--- src/hw/spi_settings.svh ---
////////////////////////////////////////
// Build-time settings for the SPI bridge.
// Divider width and request queue depth.
////////////////////////////////////////

`ifndef SPI_SETTINGS_SVH
`define SPI_SETTINGS_SVH

// SCLK runs at clk divided by two to this power.
// The default of 5 gives divide-by-32.
`define SPI_CLK_DIV_W 5

// Entries in the request queue.
// This is also the credit count the host holds after reset.
`define SPI_REQ_DEPTH 4

`endif

--- src/hw/spi_link_pkg.sv ---
////////////////////////////////////////
// SPI link types.
// Frame layout and monarch FSM states.
////////////////////////////////////////

package spi_link_pkg;

  ////////////////////////////////////////
  // Frame on the wire
  ////////////////////////////////////////

  // One 16-bit frame, sent MSB first.
  typedef struct packed {
    logic       rd;   // Bit 15. High for a register read.
    logic [6:0] addr; // Bits 14 to 8. Register address in the serf.
    logic [7:0] data; // Bits 7 to 0. Write data, don't care on a read.
  } frame_t;

  ////////////////////////////////////////
  // Monarch FSM
  ////////////////////////////////////////

  typedef enum logic [1:0] {
    ST_IDLE,      // SS_n high, waiting for snd.
    ST_TRMT,      // Shifting the 16 bits of the frame.
    ST_BACK_PORCH // Last SCLK high phase before SS_n rises.
  } monarch_state_t;

endpackage

--- src/hw/host_req_pkg.sv ---
////////////////////////////////////////
// Host request interface types.
// Opcodes, request and response.
////////////////////////////////////////

package host_req_pkg;

  // Register access type requested by the host.
  typedef enum logic {
    OP_WR = 1'b0, // Register write.
    OP_RD = 1'b1  // Register read.
  } opcode_t;

  ////////////////////////////////////////
  // Request and response payloads
  ////////////////////////////////////////

  // One host request, 16 bits.
  typedef struct packed {
    opcode_t    op;   // Read or write.
    logic [6:0] addr; // Serf register address.
    logic [7:0] data; // Write data, ignored on reads.
  } req_t;

  // One response, 24 bits, returned in request order.
  typedef struct packed {
    opcode_t     op;   // Echo of the request opcode.
    logic [6:0]  addr; // Echo of the request address.
    logic [15:0] word; // Full word captured from MISO.
  } rsp_t;

endpackage

--- src/hw/spi_monarch.sv ---
////////////////////////////////////////
// SPI monarch transceiver.
// Shifts one 16-bit frame out on MOSI
// while capturing 16 bits from MISO.
////////////////////////////////////////

`timescale 1ns/1ps

`include "spi_settings.svh"

module spi_monarch (
  input  logic                  clk,   // System clock.
  input  logic                  rst_n, // Asynchronous active low reset.
  input  logic                  miso,  // Serial data from the serf.
  input  logic                  snd,   // One-cycle pulse that starts a frame.
  input  spi_link_pkg::frame_t  cmd,   // Frame to send, sampled with snd.
  output logic                  ss_n,  // Serf select, active low.
  output logic                  sclk,  // Serial clock, idles high.
  output logic                  mosi,  // Serial data to the serf.
  output logic                  done,  // High from end of frame until the next snd.
  output logic [15:0]           resp   // Captured word, valid while done is high.
);

  localparam int DIV_W = `SPI_CLK_DIV_W;

  // Preload is 10 followed by ones, so SCLK stays high a few clocks after SS_n falls.
  localparam logic [DIV_W-1:0] DIV_PRELOAD = {2'b10, {(DIV_W-2){1'b1}}};
  localparam logic [DIV_W-1:0] DIV_SHIFT   = {1'b1, {(DIV_W-2){1'b0}}, 1'b1}; // Two clocks past rise.
  localparam logic [DIV_W-1:0] DIV_FULL    = '1; // SCLK about to fall.

  spi_link_pkg::monarch_state_t state;     // Current FSM state.
  spi_link_pkg::monarch_state_t nxt_state; // Next FSM state.

  logic [15:0]      shft_reg; // Out on MOSI from the top, in from MISO at the bottom.
  logic [DIV_W-1:0] sclk_div; // Free-running divider, MSB is SCLK.
  logic [4:0]       bit_cnt;  // Bits shifted so far in this frame.
  logic             init;     // Start of a frame.
  logic             ld_sclk;  // Hold the divider at its preload.
  logic             shift;    // Shift one bit this cycle.
  logic             full;     // Divider has wrapped to all ones.
  logic             done16;   // All 16 bits are in.
  logic             set_done; // Frame is over.

  ////////////////////////////////////////
  // Datapath
  ////////////////////////////////////////

  always_ff @(posedge clk) begin
    if (init) begin
      shft_reg <= cmd;                      // Parallel load of the outgoing frame.
    end else if (shift) begin
      shft_reg <= {shft_reg[14:0], miso};   // MSB goes out, MISO comes in.
    end
  end

  always_ff @(posedge clk, negedge rst_n) begin
    if (!rst_n) begin
      sclk_div <= DIV_PRELOAD;               // SCLK high out of reset.
    end else if (ld_sclk) begin
      sclk_div <= DIV_PRELOAD;
    end else begin
      sclk_div <= sclk_div + 1'b1;           // Divider runs freely during a frame.
    end
  end

  always_ff @(posedge clk, negedge rst_n) begin
    if (!rst_n) begin
      bit_cnt <= '0;
    end else if (init) begin
      bit_cnt <= '0;                         // New frame, no bits yet.
    end else if (shift) begin
      bit_cnt <= bit_cnt + 1'b1;
    end
  end

  assign sclk   = sclk_div[DIV_W-1];         // SCLK is the divider MSB.
  assign shift  = (sclk_div == DIV_SHIFT);   // Sample MISO two clocks after SCLK rises.
  assign full   = (sclk_div == DIV_FULL);
  assign done16 = (bit_cnt == 5'd16);
  assign mosi   = shft_reg[15];
  assign resp   = shft_reg;                  // Whole register is the reply.

  ////////////////////////////////////////
  // Control
  ////////////////////////////////////////

  // Set/reset flops so SS_n and done never glitch.
  always_ff @(posedge clk, negedge rst_n) begin
    if (!rst_n) begin
      ss_n <= 1'b1;
      done <= 1'b0;
    end else if (init) begin
      ss_n <= 1'b0;                          // Select the serf one cycle after snd.
      done <= 1'b0;
    end else if (set_done) begin
      ss_n <= 1'b1;                          // Deselect in the same cycle done rises.
      done <= 1'b1;
    end
  end

  always_ff @(posedge clk, negedge rst_n) begin
    if (!rst_n) begin
      state <= spi_link_pkg::ST_IDLE;
    end else begin
      state <= nxt_state;
    end
  end

  always_comb begin
    nxt_state = state;                       // Stay put by default.
    init      = 1'b0;
    ld_sclk   = 1'b0;
    set_done  = 1'b0;
    case (state)
      spi_link_pkg::ST_TRMT: begin
        if (done16) begin
          nxt_state = spi_link_pkg::ST_BACK_PORCH; // Let SCLK finish its high phase.
        end
      end
      spi_link_pkg::ST_BACK_PORCH: begin
        if (full) begin
          set_done  = 1'b1;                  // End the frame before SCLK would fall.
          ld_sclk   = 1'b1;
          nxt_state = spi_link_pkg::ST_IDLE;
        end
      end
      default: begin
        ld_sclk = 1'b1;                      // Keep SCLK parked high while idle.
        if (snd) begin
          init      = 1'b1;
          nxt_state = spi_link_pkg::ST_TRMT;
        end
      end
    endcase
  end

  ////////////////////////////////////////
  // Checks
  ////////////////////////////////////////

  // Idle FSM and a selected serf must never coexist.
  a_idle_deselected: assert property (@(posedge clk) disable iff (!rst_n)
    (state == spi_link_pkg::ST_IDLE) |-> ss_n)
    else $error("ss_n low while monarch idle");

  // The sequencer keeps one frame on the wire, so no start request mid-frame.
  a_no_snd_busy: assert property (@(posedge clk) disable iff (!rst_n)
    (state != spi_link_pkg::ST_IDLE) |-> !snd)
    else $error("snd seen during an active frame");

endmodule

--- src/hw/req_queue.sv ---
////////////////////////////////////////
// Host request FIFO.
// Returns one credit per released entry.
////////////////////////////////////////

`timescale 1ns/1ps

`include "spi_settings.svh"

module req_queue (
  input  logic                clk,           // System clock.
  input  logic                rst_n,         // Asynchronous active low reset.
  input  logic                push,          // Host writes push_data this cycle.
  input  host_req_pkg::req_t  push_data,     // Incoming request.
  input  logic                pop,           // Sequencer takes the head.
  output host_req_pkg::req_t  head,          // Oldest queued request.
  output logic                not_empty,     // At least one request waits.
  output logic                credit_return  // One credit back to the host.
);

  localparam int DEPTH = `SPI_REQ_DEPTH;
  localparam int PTR_W = (DEPTH > 1) ? $clog2(DEPTH) : 1;
  localparam int CNT_W = $clog2(DEPTH + 1);

  host_req_pkg::req_t mem [DEPTH]; // Entry storage.
  logic [PTR_W-1:0]   wr_ptr;      // Next slot to fill.
  logic [PTR_W-1:0]   rd_ptr;      // Slot holding the head.
  logic [CNT_W-1:0]   count;       // Entries currently held.
  logic               full;        // No free slot.
  logic               do_pop;      // An entry leaves this cycle.

  assign full          = (count == CNT_W'(DEPTH));
  assign not_empty     = (count != '0);
  assign do_pop        = pop & not_empty;
  assign credit_return = do_pop;        // Credit goes back in the same cycle as the pop.
  assign head          = mem[rd_ptr];

  always_ff @(posedge clk) begin
    if (push) begin
      mem[wr_ptr] <= push_data;
    end
  end

  // Pointers wrap at DEPTH, which need not be a power of two.
  always_ff @(posedge clk, negedge rst_n) begin
    if (!rst_n) begin
      wr_ptr <= '0;
      rd_ptr <= '0;
      count  <= '0;
    end else begin
      if (push) begin
        wr_ptr <= (wr_ptr == PTR_W'(DEPTH - 1)) ? '0 : wr_ptr + 1'b1;
      end
      if (do_pop) begin
        rd_ptr <= (rd_ptr == PTR_W'(DEPTH - 1)) ? '0 : rd_ptr + 1'b1;
      end
      count <= count + CNT_W'(push) - CNT_W'(do_pop); // Net occupancy change.
    end
  end

  // The host spent a credit it did not have.
  a_no_overflow: assert property (@(posedge clk) disable iff (!rst_n) full |-> !push)
    else $error("push into a full request queue");

  a_no_underflow: assert property (@(posedge clk) disable iff (!rst_n) !not_empty |-> !pop)
    else $error("pop from an empty request queue");

endmodule

--- src/hw/spi_sequencer.sv ---
////////////////////////////////////////
// Request sequencer.
// Request to frame, monarch start and
// response formation.
////////////////////////////////////////

`timescale 1ns/1ps

module spi_sequencer (
  input  logic                  clk,       // System clock.
  input  logic                  rst_n,     // Asynchronous active low reset.
  input  host_req_pkg::req_t    head,      // Oldest queued request.
  input  logic                  not_empty, // Queue holds a request.
  output logic                  pop,       // Take the head this cycle.
  output logic                  snd,       // Start the monarch.
  output spi_link_pkg::frame_t  cmd,       // Frame for the monarch.
  input  logic                  done,      // Monarch frame complete.
  input  logic [15:0]           resp,      // Word captured from MISO.
  output logic                  rsp_valid, // One-cycle response strobe.
  output host_req_pkg::rsp_t    rsp        // Response payload.
);

  typedef enum logic [1:0] {
    SEQ_IDLE, // Waiting for a queued request.
    SEQ_SEND, // Frame loaded, pulse snd.
    SEQ_WAIT  // Frame on the wire.
  } seq_state_t;

  seq_state_t            state;    // Current FSM state.
  host_req_pkg::opcode_t op_q;     // Opcode of the frame in flight.
  logic                  done_q;   // done delayed by one cycle.
  logic                  done_rise; // Frame just ended.

  assign pop       = (state == SEQ_IDLE) && not_empty; // Only one frame at a time.
  assign snd       = (state == SEQ_SEND);
  assign done_rise = (state == SEQ_WAIT) && done && !done_q;

  always_ff @(posedge clk, negedge rst_n) begin
    if (!rst_n) begin
      state     <= SEQ_IDLE;
      done_q    <= 1'b0;
      rsp_valid <= 1'b0;
    end else begin
      done_q    <= done;
      rsp_valid <= done_rise;             // Response one cycle after done rises.
      case (state)
        SEQ_IDLE: if (not_empty) state <= SEQ_SEND;
        SEQ_SEND: state <= SEQ_WAIT;
        SEQ_WAIT: if (done_rise) state <= SEQ_IDLE;
        default:  state <= SEQ_IDLE;
      endcase
    end
  end

  // Frame and in-flight tags are payload, loaded with the pop.
  always_ff @(posedge clk) begin
    if (pop) begin
      op_q     <= head.op;
      cmd.rd   <= (head.op == host_req_pkg::OP_RD); // Read opcode sets the read flag.
      cmd.addr <= head.addr;
      cmd.data <= head.data;
    end
  end

  // Capture the reply while done still holds resp steady.
  always_ff @(posedge clk) begin
    if (done_rise) begin
      rsp.op   <= op_q;
      rsp.addr <= cmd.addr;
      rsp.word <= resp;
    end
  end

endmodule

--- src/hw/spi_bridge_top.sv ---
////////////////////////////////////////
// SPI bridge top level.
// Request queue, sequencer and monarch.
////////////////////////////////////////

`timescale 1ns/1ps

module spi_bridge_top (
  input  logic                clk,           // System clock.
  input  logic                rst_n,         // Asynchronous active low reset.
  input  logic                req_valid,     // Host request strobe, costs one credit.
  input  host_req_pkg::req_t  req,           // Host request.
  output logic                credit_return, // One credit back to the host.
  output logic                rsp_valid,     // Response strobe.
  output host_req_pkg::rsp_t  rsp,           // Response payload.
  output logic                ss_n,          // SPI serf select.
  output logic                sclk,          // SPI clock.
  output logic                mosi,          // SPI data out.
  input  logic                miso           // SPI data in.
);

  host_req_pkg::req_t   head;      // Queue head to the sequencer.
  logic                 not_empty; // Queue has work.
  logic                 pop;       // Sequencer takes the head.
  logic                 snd;       // Frame start.
  spi_link_pkg::frame_t cmd;       // Frame to shift out.
  logic                 done;      // Frame finished.
  logic [15:0]          resp;      // Captured MISO word.

  req_queue req_queue_i (
    .clk, .rst_n, .push(req_valid), .push_data(req), .pop, .head, .not_empty, .credit_return
  );

  spi_sequencer spi_sequencer_i (
    .clk, .rst_n, .head, .not_empty, .pop, .snd, .cmd, .done, .resp, .rsp_valid, .rsp
  );

  spi_monarch spi_monarch_i (
    .clk, .rst_n, .miso, .snd, .cmd, .ss_n, .sclk, .mosi, .done, .resp
  );

endmodule

--- config.mk ---
export PLATFORM = sky130hd
export DESIGN_NAME = spi_bridge_top
export DESIGN_NICKNAME = d
export VERILOG_FILES = /design/src/hw/spi_link_pkg.sv /design/src/hw/host_req_pkg.sv /design/src/hw/spi_monarch.sv /design/src/hw/req_queue.sv /design/src/hw/spi_sequencer.sv /design/src/hw/spi_bridge_top.sv
export VERILOG_INCLUDE_DIRS = /design/src /design/src/hw
export SDC_FILE = /design/constraint.sdc
export NUM_CORES = 1
export LEC_CHECK = 0
export ABC_CLOCK_PERIOD_IN_PS = 6500
export BUFFER_PORTS_ARGS = -buffer_cell sky130_fd_sc_hd__buf_2
export CAP_MARGIN = 20
export CORE_AREA = 2 2 103 105
export CTS_CLUSTER_DIAMETER = 60
export DETAILED_ROUTE_END_ITERATION = 8
export DIE_AREA = 0 0 105 107
export PLACE_DENSITY_LB_ADDON = 0.1
export REMOVE_ABC_BUFFERS = 1
export SLEW_MARGIN = 10
export SYNTH_ARGS = -nofsm -noshare
export SYNTH_HDL_FRONTEND = slang
export SYNTH_SLANG_ARGS = --single-unit
--- constraint.sdc ---
create_clock -name clk -period 6.5 [get_ports clk]
set_input_delay 0.975 -clock clk [delete_from_list [all_inputs] [get_ports clk]]
set_output_delay 0.975 -clock clk [all_outputs]
set_load 0.05 [all_outputs]
==> results.json <==
{
  "reg2reg_slack_ns": 4.21,
  "met2_length_um": 3872,
  "grt_first_pass_wirelength_um": 13370,
  "drtIter0Drc": 180,
  "seq_area_um2": 4235,
  "io_buffers": 48,
  "fin_util": 0.6468,
  "timing.final.crit_share": 0.4217,
  "hold_viol_final": 0,
  "postCtsSetupBuffers": 0,
  "status": "completed",
  "multiInputGateArea_um2": 1146,
  "area_delta_synth_final_pct": 19.41,
  "dr.pass1.iters": 4,
  "final_layout_size_suffix_gt1_frac": 0.2932,
  "worstHoldEndpoint": "spi_sequencer_i.done_q",
  "synth_area_um2": 5466,
  "cts_sinks": 145,
  "synthArstFlopShare": 0.1724,
  "root_buffer": "clkbuf_8",
  "slowest_delay_ns": 0.41,
  "place_inst": 485,
  "synth_top_cell_area_share": 0.6592,
  "slew_viol_final": 0,
  "synth_flop_cell": "edfxtp_1",
  "worst_slack_ns": 3.759,
  "fin_cells": 518,
  "cpLargestDelayFamily": "buffers and inverters",
  "detail-route-antenna-nets": 0,
  "ctsHoldBuffers": 0,
  "grt_pass1_vias": 2601,
  "overflow": 0,
  "worst_setup_path_start_kind": "flop",
  "synth_area_leaders": "edfxtp_1 (66%), dfrtp_1 (9.2%), mux4_2 (6.6%)",
  "core-area_um2": 10090,
  "hold_path_class": "reg2reg",
  "syn_area_per_cell_um2": 17.75,
  "reg2reg_to": "spi_monarch_i.resp[0]",
  "cp-end-kind": "output pin",
  "top_layer_used": "met4",
  "min_from": "spi_monarch_i.done",
  "setup_viol": 0,
  "final.setup_skew_ns": 0.009309,
  "tightestPinTransition_ns": 0.8565,
  "r2r-start": "spi_monarch_i.state[0]",
  "clk_latency_ns": 0.52,
  "vias_per_cell": 5.102,
  "routabilityCongestion": 0.7301,
  "yosysSeqAreaShare": 0.7748,
  "ios": 49,
  "cts_resized": 0,
  "crit_buf_inv": 2,
  "post-place-ws_ns": 4.186,
  "layout.nets": 404,
  "power_leakage_nw": 2.499,
  "min_period_ns": 2.741,
  "max_freq_mhz": 364.8,
  "cts_buffer_depth": 2,
  "drcViolationCount": 0,
  "ff2ff_path_depth": 4,
  "fillCellCount": 737,
  "worst-path-max-fanout": 20,
  "rsz0062_at_grt": "false",
  "whs_ns": 0.4381,
  "ir_drop_mv": 0.3053,
  "grt_use_total": 0.1624,
  "htreeDepth": 4,
  "start_util": 0.5417,
  "crit_arrival_ns": 1.77,
  "yosysUniqueCellTypes": 36,
  "synth-edff-count": 120,
  "cp_data_required_time_ns": 5.52,
  "syn_inst": 308,
  "cts_buffers": 17,
  "slew-limit-headroom": 0.4290,
  "cap_violations": 0,
  "wl_met3_um": 308,
  "cts.clk_slew.worst_paths_ns": 0.06,
  "min_path_cells": 0,
  "wl_met1_um": 3938,
  "rows": 37,
  "placed_area_um2": 5852,
  "die_area_um2": 11240,
  "die_h_um": 107,
  "tns_ns": 0,
  "post_drt_wl_per_cell_um": 15.87,
  "worstSetupPathType": "reg2out",
  "hpwl_um": 5134,
  "grt_max_degree": 26,
  "final_cell_area_um2": 6528,
  "power.total_mw": 2.287,
  "vias": 2643,
  "p_per_area_nw_per_um2": 350.4,
  "yosysWarnings": 0,
  "worstPathCellList": "nor3_1 > nor3_2 > buf_4 > buf_2",
  "synth_area_leader_cell": "edfxtp_1",
  "crit_path_top_delay_cell": "dfrtp_1",
  "cts_tree": "done",
  "antenna_found_initial": 0,
  "die_w_um": 105,
  "diodes": 0,
  "synth_seq_cells": 145,
  "wl_um": 8220
}
[where the power goes]
| part | internal (mW) | switching [mW] | total (mW) |
|---|---|---|---|
| Clock | 0.682 | 0.354 | 1.04 |
| Sequential | 1.10 | 0.0258 | 1.12 |
| Combinational | 0.0499 | 0.0796 | 0.130 |
[synthesized netlist by cell type, drive strengths merged, types with 3 or more instances]
cell type,number
mux4,16
nand2,55
buf,6
a21oi,8
nor3,3
xnor2,4
o21ai,5
edfxtp,120
nor2,6
inv,12
dfrtp,20
and2,5
ha,14
clkbuf,3
dfstp,5
nand2b,3
[worst max-delay path by stage]
stage	to	cells past startpoint	startpoint	slack [ns]
finish	credit_return	4	req_queue_i.count[1]	3.76
floorplan	req_queue_i.count[1]	5	spi_sequencer_i.state[0]	2.48
CTS	credit_return	4	req_queue_i.count[1]	3.71
detailed placement	spi_monarch_i.resp[14]	4	spi_monarch_i.state[0]	4.19
global route	credit_return	4	req_queue_i.count[1]	3.67
global placement	spi_monarch_i.resp[13]	4	spi_monarch_i.state[0]	4.24
[cells in the final DEF (no fill, tap or decap), drive strengths merged]
cell / n
mux2i: 1
o31ai: 1
nor2: 6
and3b: 1
mux4: 16
edfxtp: 120
xnor2: 4
nand2b: 3
and3: 1
buf: 51
dfstp: 5
o21ai: 5
fa: 1
clkbuf: 19
bufinv: 5
nand3: 2
nor3: 3
mux2: 2
clkinv: 5
and2: 5
dfrtp: 20
xor2: 1
or4: 1
nand2: 55
nor3b: 1
nor2b: 2
nand3b: 1
clkinvlp: 2
a211oi: 2
nand4bb: 2
or3: 2
a211o: 2
inv: 13
a21oi: 8
ha: 14
[state kept, by name, summed over array words and instances (netlist names), 3 cells and up]
signal / count
req_queue_i.count: 3
req_queue_i.mem: 64
spi_monarch_i.bit_cnt: 5
spi_monarch_i.resp: 16
spi_monarch_i.sclk_div: 5
spi_sequencer_i.cmd: 16
spi_sequencer_i.rsp: 24
[cell families after synthesis]
group           synth area share
compound gates           0.01991
mux                      0.07187
flops                     0.7748
xor+xnor                0.008011
simple gates             0.07233
buf+inv                  0.01740
fa+ha+maj                0.03571
[worst reg2reg max path: stages (launching register included)]
cell	delay, ns
dfrtp_1	0.35
inv_1	0.06
ha_1	0.36
nand3b_1	0.44
nand2_1	0.71
[per-layer routing]
| layer | vias up | GRT usage |
|---|---|---|
| met4 | 0 | 0.06286 |
| met2 | 59 | 0.2519 |
| li1 | 1267 | - |
| met1 | 1307 | 0.2131 |
| met3 | 10 | 0.05714 |
| met5 | - | 0 |
[cell type report]
type,count,area share
clock buffers,19,0.06766
clock inverters,13,0.03163
inverters,12,0.006901
multi-input cells,142,0.1756
flip-flops and latches,145,0.6488
well taps,136,0.02607
repair buffers,51,0.04332
Power figures use the tool's default switching activity.
